### src/spectrum_pkg.sv
/*
 * Spectrum paging package
 * Memory layout constants, memory model codes and the CPU write byte
 * with its ULA and 7FFD decodings
 */

package spectrum_pkg;

	// ====================================================================
	// External RAM layout
	// ====================================================================
	localparam int RAM_ADDR_W = 25;                  // 32 MB SDRAM space
	localparam int BANK_W     = 6;                   // 16 KB banks, up to 1 MB

	localparam logic [2:0]        ROM_REGION  = 3'd5;  // ROM pages live here
	localparam logic [BANK_W-1:0] SCREEN_BANK = 6'd5;  // 4000-7FFF
	localparam logic [BANK_W-1:0] MID_BANK    = 6'd2;  // 8000-BFFF

	// Memory model codes as seen on mem_mode
	localparam logic [2:0] MODE_128    = 3'd0;  // 128K/+2
	localparam logic [2:0] MODE_P1024  = 3'd1;  // Pentagon 1024
	localparam logic [2:0] MODE_PF1024 = 3'd2;  // Profi 1024
	localparam logic [2:0] MODE_48     = 3'd3;
	localparam logic [2:0] MODE_PLUS3  = 3'd4;

	// ====================================================================
	// CPU write byte
	// ====================================================================
	typedef struct packed {
		logic [2:0] spare;
		logic       ear;
		logic       mic;
		logic [2:0] border;
	} ula_view_t;

	typedef struct packed {
		logic [1:0] ext;       // Pentagon 1024 bank bits
		logic       lock;
		logic       rom;
		logic       scr;       // Shadow screen select
		logic [2:0] ram_page;
	} p7ffd_view_t;

	// Same byte, decoded per target port
	typedef union packed {
		logic [7:0]  raw;
		ula_view_t   ula;
		p7ffd_view_t p7ffd;
	} cpu_data_t;

endpackage

### src/io_ports.sv
/*
 * I/O write tracker and ULA port
 * Turns the I/O write level into a one-cycle strobe and holds the
 * border colour, EAR and MIC bits written to port FE
 */

`timescale 1ns/100ps

module io_ports import spectrum_pkg::*; (
	input  logic        clk_sys,
	input  logic        reset,
	input  logic [15:0] addr,
	input  cpu_data_t   cpu_dout,
	input  logic        m1_n,
	input  logic        iorq_n,
	input  logic        wr_n,
	output logic        io_wr_stb,
	output logic [2:0]  border_color,
	output logic        ear_out,
	output logic        mic_out
);

	logic io_wr;       // I/O write cycle in progress
	logic io_wr_prev;
	logic io_wr_rise;
	logic ula_sel;

	// Interrupt acknowledge also asserts IORQ, so M1 must be high
	assign io_wr      = ~iorq_n & ~wr_n & m1_n;
	assign io_wr_rise = io_wr & ~io_wr_prev;
	assign ula_sel    = ~addr[0];  // ULA decodes A0 only

	// ====================================================================
	// Write edge detection
	// ====================================================================
	always_ff @(posedge clk_sys) begin
		if (reset) begin
			io_wr_prev <= 1'b0;
			io_wr_stb  <= 1'b0;
		end else begin
			io_wr_prev <= io_wr;
			io_wr_stb  <= io_wr_rise;  // One clock per bus write
		end
	end

	// ====================================================================
	// Port FE
	// ====================================================================
	always_ff @(posedge clk_sys) begin
		if (reset) begin
			ear_out <= 1'b0;
			mic_out <= 1'b0;
		end else if (io_wr_rise && ula_sel) begin
			ear_out <= cpu_dout.ula.ear;
			mic_out <= cpu_dout.ula.mic;
		end
	end

	// Border survives reset
	always_ff @(posedge clk_sys) begin
		if (io_wr_rise && ula_sel)
			border_color <= cpu_dout.ula.border;
	end

endmodule

### src/page_regs.sv
/*
 * Paging registers
 * Latches the memory model at reset, decodes the 7FFD, 1FFD, DFFD and
 * EFF7 ports and holds the paging state used by the RAM mapper
 */

`timescale 1ns/100ps

module page_regs import spectrum_pkg::*; (
	input  logic        clk_sys,
	input  logic        reset,
	input  logic [2:0]  mem_mode,
	input  logic [15:0] addr,
	input  cpu_data_t   cpu_dout,
	input  logic        io_wr_stb,
	output logic [7:0]  page_reg,        // Last 7FFD value
	output logic [7:0]  page_reg_plus3,  // Last 1FFD value
	output logic [2:0]  page_128k,       // Upper bank bits for C000
	output logic        zx48,
	output logic        plus3,
	output logic        page_scr
);

	logic       p1024;
	logic       pf1024;
	logic [3:0] model_flags;  // {p1024, pf1024, zx48, plus3}
	logic       p1024_lock;   // EFF7 bit 2
	logic       page_disable;
	logic       sel_7ffd;
	logic       sel_1ffd;
	logic       sel_dffd;
	logic       sel_eff7;

	// ====================================================================
	// Model decode
	// ====================================================================
	always_comb begin
		case (mem_mode)
			MODE_128:    model_flags = 4'b0000;
			MODE_P1024:  model_flags = 4'b1000;
			MODE_PF1024: model_flags = 4'b0100;
			MODE_48:     model_flags = 4'b0010;
			MODE_PLUS3:  model_flags = 4'b0001;
			default:     model_flags = 4'b0000;  // Unknown codes act as 128K
		endcase
	end

	// ====================================================================
	// Port decode
	// ====================================================================
	// Pentagon 1024 honours the 7FFD lock only in its 128K compatible mode
	assign page_disable = zx48 | (~p1024 & page_reg[5]) | (p1024 & p1024_lock & page_reg[5]);

	// 7FFD is partially decoded, +3 also needs A14 to keep clear of 1FFD
	assign sel_7ffd = ~addr[15] & ~addr[1] & (addr[14] | ~plus3) & ~page_disable;
	assign sel_1ffd = plus3 & ~addr[15] & ~addr[14] & ~addr[13] & addr[12] & ~addr[1]
		& ~page_disable;
	assign sel_dffd = pf1024 & (addr == 16'hDFFD);
	assign sel_eff7 = p1024 & addr[15] & addr[14] & addr[13] & ~addr[12] & ~addr[3];

	assign page_scr = page_reg[3];

	// ====================================================================
	// Registers
	// ====================================================================
	always_ff @(posedge clk_sys) begin
		if (reset) begin
			{p1024, pf1024, zx48, plus3} <= model_flags;
			page_reg       <= '0;
			page_reg_plus3 <= '0;
			page_128k      <= '0;
			p1024_lock     <= 1'b0;
		end else if (io_wr_stb) begin
			if (sel_7ffd) begin
				page_reg <= cpu_dout.raw;
				// Bits 5, 7, 6 become bank bits 5, 4, 3
				if (p1024 && !p1024_lock)
					page_128k <= {cpu_dout.p7ffd.lock, cpu_dout.p7ffd.ext};
			end else if (sel_1ffd) begin
				page_reg_plus3 <= cpu_dout.raw;
			end

			if (sel_dffd)
				page_128k <= cpu_dout.raw[2:0];  // Profi high bank bits
			if (sel_eff7)
				p1024_lock <= cpu_dout.raw[2];
		end
	end

endmodule

### src/ram_mapper.sv
/*
 * RAM mapper
 * Forms the external RAM address and the read and write strobes from
 * the CPU address and the paging state
 */

`timescale 1ns/100ps

module ram_mapper import spectrum_pkg::*; (
	input  logic [15:0]           addr,
	input  logic                  mreq_n,
	input  logic                  rd_n,
	input  logic                  wr_n,
	input  logic [7:0]            page_reg,
	input  logic [7:0]            page_reg_plus3,
	input  logic [2:0]            page_128k,
	input  logic                  zx48,
	input  logic                  plus3,
	output logic [RAM_ADDR_W-1:0] ram_addr,
	output logic                  ram_we,
	output logic                  ram_rd
);

	logic              special;     // +3 all-RAM mode
	logic [1:0]        special_map;
	logic [3:0]        rom_page;
	logic [11:0]       map_banks;   // Four 3-bit banks, C000 quarter on top
	logic [2:0]        special_bank;
	logic [BANK_W-1:0] bank;

	assign special     = plus3 & page_reg_plus3[0];
	assign special_map = page_reg_plus3[2:1];

	// ====================================================================
	// ROM page
	// ====================================================================
	always_comb begin
		if (plus3)
			rom_page = {2'b10, page_reg_plus3[2], page_reg[4]};  // Pages 8 to 11
		else
			rom_page = {3'b011, zx48 | page_reg[4]};  // 6 is 128 editor, 7 is 48 BASIC
	end

	// ====================================================================
	// +3 all-RAM maps
	// ====================================================================
	always_comb begin
		case (special_map)
			2'd0:    map_banks = {3'd3, 3'd2, 3'd1, 3'd0};
			2'd1:    map_banks = {3'd7, 3'd6, 3'd5, 3'd4};
			2'd2:    map_banks = {3'd3, 3'd6, 3'd5, 3'd4};
			default: map_banks = {3'd3, 3'd6, 3'd7, 3'd4};
		endcase
		special_bank = map_banks[addr[15:14]*3 +: 3];
	end

	// ====================================================================
	// Address
	// ====================================================================
	always_comb begin
		case (addr[15:14])
			2'd1:    bank = SCREEN_BANK;
			2'd2:    bank = MID_BANK;
			default: bank = {page_128k, page_reg[2:0]};  // Paged top quarter
		endcase

		if (special)
			ram_addr = RAM_ADDR_W'({BANK_W'(special_bank), addr[13:0]});
		else if (addr[15:14] == 2'd0)
			ram_addr = RAM_ADDR_W'({ROM_REGION, rom_page, addr[13:0]});
		else
			ram_addr = RAM_ADDR_W'({bank, addr[13:0]});
	end

	// ROM area is write protected unless it holds RAM
	assign ram_we = (special | addr[15] | addr[14]) & ~mreq_n & ~wr_n;
	assign ram_rd = ~mreq_n & ~rd_n;

endmodule

### src/spectrum_paging.sv
/*
 * Spectrum memory paging unit
 * Tracks I/O writes to the paging ports and the ULA port, and maps
 * the CPU address onto the external RAM
 */

`timescale 1ns/100ps

module spectrum_paging import spectrum_pkg::*; (
	input  logic                  clk_sys,
	input  logic                  reset,
	input  logic [2:0]            mem_mode,
	input  logic [15:0]           addr,
	input  cpu_data_t             cpu_dout,
	input  logic                  m1_n,
	input  logic                  mreq_n,
	input  logic                  iorq_n,
	input  logic                  rd_n,
	input  logic                  wr_n,
	output logic [RAM_ADDR_W-1:0] ram_addr,
	output logic                  ram_we,
	output logic                  ram_rd,
	output logic                  page_scr,
	output logic [2:0]            border_color,
	output logic                  ear_out,
	output logic                  mic_out
);

	logic       io_wr_stb;
	logic [7:0] page_reg;
	logic [7:0] page_reg_plus3;
	logic [2:0] page_128k;
	logic       zx48;
	logic       plus3;

	io_ports u_io_ports (
		.clk_sys      (clk_sys),
		.reset        (reset),
		.addr         (addr),
		.cpu_dout     (cpu_dout),
		.m1_n         (m1_n),
		.iorq_n       (iorq_n),
		.wr_n         (wr_n),
		.io_wr_stb    (io_wr_stb),
		.border_color (border_color),
		.ear_out      (ear_out),
		.mic_out      (mic_out)
	);

	page_regs u_page_regs (
		.clk_sys        (clk_sys),
		.reset          (reset),
		.mem_mode       (mem_mode),
		.addr           (addr),
		.cpu_dout       (cpu_dout),
		.io_wr_stb      (io_wr_stb),
		.page_reg       (page_reg),
		.page_reg_plus3 (page_reg_plus3),
		.page_128k      (page_128k),
		.zx48           (zx48),
		.plus3          (plus3),
		.page_scr       (page_scr)
	);

	ram_mapper u_ram_mapper (
		.addr           (addr),
		.mreq_n         (mreq_n),
		.rd_n           (rd_n),
		.wr_n           (wr_n),
		.page_reg       (page_reg),
		.page_reg_plus3 (page_reg_plus3),
		.page_128k      (page_128k),
		.zx48           (zx48),
		.plus3          (plus3),
		.ram_addr       (ram_addr),
		.ram_we         (ram_we),
		.ram_rd         (ram_rd)
	);

endmodule

### config.mk
export PLATFORM = sky130hd
export DESIGN_NAME = spectrum_paging
export DESIGN_NICKNAME = d
export VERILOG_FILES = /design/src/spectrum_pkg.sv /design/src/io_ports.sv /design/src/page_regs.sv /design/src/ram_mapper.sv /design/src/spectrum_paging.sv
export SDC_FILE = /design/constraint.sdc
export NUM_CORES = 1
export LEC_CHECK = 0
export BUFFER_PORTS_ARGS = -buffer_cell sky130_fd_sc_hd__buf_2
export CORE_MARGIN = 1
export CORE_UTILIZATION = 35
export DETAILED_ROUTE_END_ITERATION = 12
export PLACE_DENSITY = 0.65
export SETUP_SLACK_MARGIN = 0.1
export SYNTH_ARGS = -nofsm -noshare
export SYNTH_HDL_FRONTEND = slang
export SYNTH_HIERARCHICAL = 1
export SYNTH_SLANG_ARGS = --single-unit
### constraint.sdc
create_clock -name clk_sys -period 2 [get_ports clk_sys]
set_input_delay 0.2 -clock clk_sys [delete_from_list [all_inputs] [get_ports clk_sys]]
set_output_delay 0.2 -clock clk_sys [all_outputs]
set_load 0.02 [all_outputs]
# Word-level counts from Yosys, hierarchy flattened
# Cells that the tools add are included.
[word_totals]
register_bits = 24
[classes]
mul = 1
eq_ne = 9
shifts = 1
n_mux = 9
bitwise = 47
n_reduce_logical = 11
[ops]
columns = ["cell", "n"]
rows = [
  ["12-bit case mux with 3 select lines", 1],
  ["1-bit bitwise AND", 25],
  ["25-bit 2-to-1 mux", 1],
  ["21-bit 2-to-1 mux", 1],
  ["16-bit == test (second input constant)", 1],
  ["1-bit inverter", 16],
  ["4-bit case mux with 4 select lines", 1],
  ["6-bit case mux with 2 select lines", 1],
  ["12-bit by 5-bit variable part select with 3-bit output", 1],
  ["3-bit 2-to-1 mux", 3],
  ["3-bit by 2-bit == test with 1-bit output (second input constant)", 2],
  ["1-bit bitwise OR", 6],
  ["3-bit AND reduction", 2],
  ["2-bit by 1-bit == test with 1-bit output (second input constant)", 2],
  ["2-bit == test (second input constant)", 2],
  ["2-bit zero test", 2],
  ["2-bit by 2-bit multiplier with 4-bit output (second input constant)", 1],
  ["4-bit 2-to-1 mux", 1],
  ["2-bit AND reduction", 2],
  ["2-bit nonzero test", 2],
  ["3-bit by 1-bit == test with 1-bit output (second input constant)", 1],
  ["3-bit == test (second input constant)", 1],
  ["1-bit logical AND", 2],
  ["1-bit zero test", 1],
]

# Longest topological paths before layout
[logic_depth]
word_depth = 8
depth_mapped = 6
mapped_depth_nobuf = 5

# Cells and area by module
# The synthesis kept the hierarchy.
[modules_own_cells]
columns = ["module", "instances", "cells_per_inst", "area_per_inst_um2", "seq_area_each_um2"]
rows = [
  ["page_regs", 1, 93, 1017.2, 520.5],
  ["ram_mapper", 1, 56, 397.9, 0.0],
  ["io_ports", 1, 17, 251.5, 170.2],
]

# Worst setup path before layout
# Ideal clock, no wire load.
[synth_timing]
kind = "register -> register"
start = "register u_page_regs.zx48"
end = "register u_page_regs/page_reg[6] (netlist name)"
arrival_ps = 1582
slack_ps = 291
path_stages_with_launch = 5
path_cell_list = "edfxtp_1 or4b_4 a211oi_4 mux2i_1 nor2_1"
[synth_rtl]
columns = ["item", "line", "text"]
rows = [
  ["start, declared", "page_regs.sv:19", "output logic zx48,"],
  ["start signal, assigned", "page_regs.sv:68", "{p1024, pf1024, zx48, plus3} <= model_flags;"],
]

# Worst setup path in the final report
[layout_timing]
start = "register u_page_regs.zx48"
end = "register u_page_regs.page_reg[5]"
[layout_between]
elab_chain_cells = 5
[layout_lines]
columns = ["item", "line", "text"]
rows = [
  ["1-bit bitwise OR (2 in series)", "page_regs.sv:52", "assign page_disable = zx48 | (~p1024 & page_reg[5]) | (p1024 & p1024_lock & page_reg[5]);"],
  ["1-bit inverter", "page_regs.sv:55", "assign sel_7ffd = ~addr[15] & ~addr[1] & (addr[14] | ~plus3) & ~page_disable;"],
  ["1-bit bitwise AND", "page_regs.sv:55", ""],
  ["2-bit AND reduction (no line)", "n/a", ""],
  ["end signal, assigned", "page_regs.sv:75", "page_reg <= cpu_dout.raw;"],
  ["end, declared", "page_regs.sv:16", "output logic [7:0] page_reg,"],
]
# No other way between the ends.
# A chain may end at the register's enable or synchronous reset.

==> results_dict.tcl <==
set metrics [dict create \
    run_status "finished clean" \
    grt_start_max_net_pins 24 \
    vias_per_cell 4.738 \
    grt.overflow.total 0 \
    postCtsSetupBuffers 0 \
    timing.critical_path.from_type "flop" \
    worst_ep_required_time_ns 2.14 \
    drv_cap 0 \
    clkSlewWorstSetupHoldPaths_ns 0.08 \
    largest_register_ffs 6 \
    vias_in_the_first_global_route 1051 \
    antenna_violations_before_repair 0 \
    cts.sinks 24 \
    cts_resized 0 \
    diodes 0 \
    fp.dieW_um 65.76 \
    die-height_um 65.76 \
    hold_viol 0 \
    drive_gt1_frac 0.4063 \
    dr.first_iter.drc_count 17 \
    routedLengthMet1_mm 1.459 \
    detail-route-antenna-nets 0 \
    fillerInstances 379 \
    critPathCaptureType "flop" \
    drc 0 \
    gp_congestion 0.7773 \
    cts.hold.buffers_added 0 \
    grt_first_pass_wirelength_mm 4.754 \
    wl_met3_um 138 \
    fin_crit_ns 1.797 \
    core_region_area_mm2 0.003771 \
    hp-class "in2reg" \
    root_buffer "clkbuf_8" \
    setup_repair_after_global_routing_missed_its_margin "false" \
    cts.htree.levels 1 \
    critPathMaxFanout 6 \
    placement_rows 22 \
    pre_cts_setup_slack_ns 0.1969 \
    timing.final.max_slew_violations 0 \
    routed_wire_length_per_instance_um 12.32 \
    die_area_mm2 0.004324 \
    max-vdd-ir-drop_mv 0.3013 \
    detailroute.via_count 1137 \
    setup-tns-final_ns 0 \
    gr-usage-all-layers 0.1428 \
    cellPowerDensity_mw_per_mm2 579.3 \
    place.detailed.hpwl_mm 2.406 \
    highest-signal-layer "met4" \
    max_freq_ghz 0.5565 \
    initial_utilization 0.3772 \
    nets 230 \
    detailroute.wirelength.met2_mm 1.344 \
    buffer_ports.inserted 62 \
    cp_data_arrival_time_ns 1.94 \
    synthCells 144 \
    clock_skew_ns 0.003868 \
    setup_viol 0 \
    critPathKind "reg2reg" \
    area_delta_synth_final_pct 19.35 \
    tritoncts.num_buffers 3 \
    static_leak_nw 0.7167 \
    tritoncts "done" \
    design.portCount 67 \
    synthesis.area_mm2 0.001423 \
    cts_buffer_depth 2 \
    detailedRoute.firstPassIterationCount 4 \
    finalHoldWorstSlack_ns 0.1793 \
    syn_area_per_cell_um2 9.879 \
    yosys_warnings 6 \
    clock_insertion_delay_worst_skew_ns 0.26 \
    final.setup.worst_slack_ns 0.2029 \
    fin_crit_share 0.8985 \
    finalWirelength_mm 2.957 \
]
## through the flow
stage | area, µm² | util | instances | total power, mW
after floorplan | 1434 | - | 147 | 0.6533
after global placement | 1653 | 0.4383 | 236 | 0.7092
after detailed placement | 1653 | 0.4383 | 236 | 0.7110
after CTS | 1698 | 0.4502 | 240 | 0.9951
after global routing | 1698 | 0.4502 | 240 | 1.032
final | 1698 | 0.4502 | 240 | 0.9835
## path summary, 6_finish.rpt
kind	start	to	slack (ns)	cells past startpoint
worst min register to register	u_io_ports/mic_out$_SDFFE_PP0P_	u_io_ports/mic_out$_SDFFE_PP0P_	0.47	2
worst max-delay path	u_page_regs/zx48$_DFFE_PP_	u_page_regs/page_reg[5]$_SDFFE_PP0P_	0.20	4
worst max register to register	u_page_regs/zx48$_DFFE_PP_	u_page_regs/page_reg[5]$_SDFFE_PP0P_	0.20	4
worst min-delay path	cpu_dout[0]	u_io_ports/border_color[0]$_DFFE_PP_	0.18	1
## power breakdown
group | internal (mW) | total [mW] | leakage, nW | switching [mW]
logic | 0.0701 | 0.181 | 0.491 | 0.111
registers | 0.510 | 0.518 | 0.203 | 0.00787
clock network | 0.142 | 0.285 | 0.0228 | 0.143
## critical path, cell delays in order, from the launching register on
cell and delay [ns]:
edfxtp_1 0.41, or4b_4 0.54, a211oi_4 0.42, mux2i_1 0.25
nor2_1 0.05
## layer usage
layer | vias to the layer above | track usage
li1 | 583 | -
met1 | 521 | 0.1906
met2 | 31 | 0.2347
met3 | 2 | 0.02257
met4 | 0 | 0.04076
met5 | - | 0
## layout make-up
cell class / count / area (µm²) / share of cell area
repair buffers: 63 / 317.8 / 0.1872
inverters: 10 / 37.54 / 0.02211
multi-input cells: 91 / 686.9 / 0.4046
well taps: 48 / 60.06 / 0.03537
clock buffers: 4 / 45.04 / 0.02653
flip-flops and latches: 24 / 550.5 / 0.3242
## placed cells by master, fill, tap and decap left out, drive strengths merged
cell     instances
or3b             1
mux2i           12
inv              9
nor2b            3
o21ai            4
a211oi           2
o2bb2ai          1
nand3            2
a311oi           2
o21bai           1
a22o             1
a21oi            6
nor4bb           1
buf             63
nor3             4
o22ai            1
nor4b            1
nand2b           5
o221a            3
clkbuf           4
nor2            15
a2111oi          1
edfxtp           7
clkinv           1
and2             2
or4b             1
nand2            3
nand4bb          2
nand4            2
ha               3
conb             4
nor3b            4
or4              2
or2              1
dfxtp           17
and3b            1
Note: power is estimated with default switching activity, not from simulation.
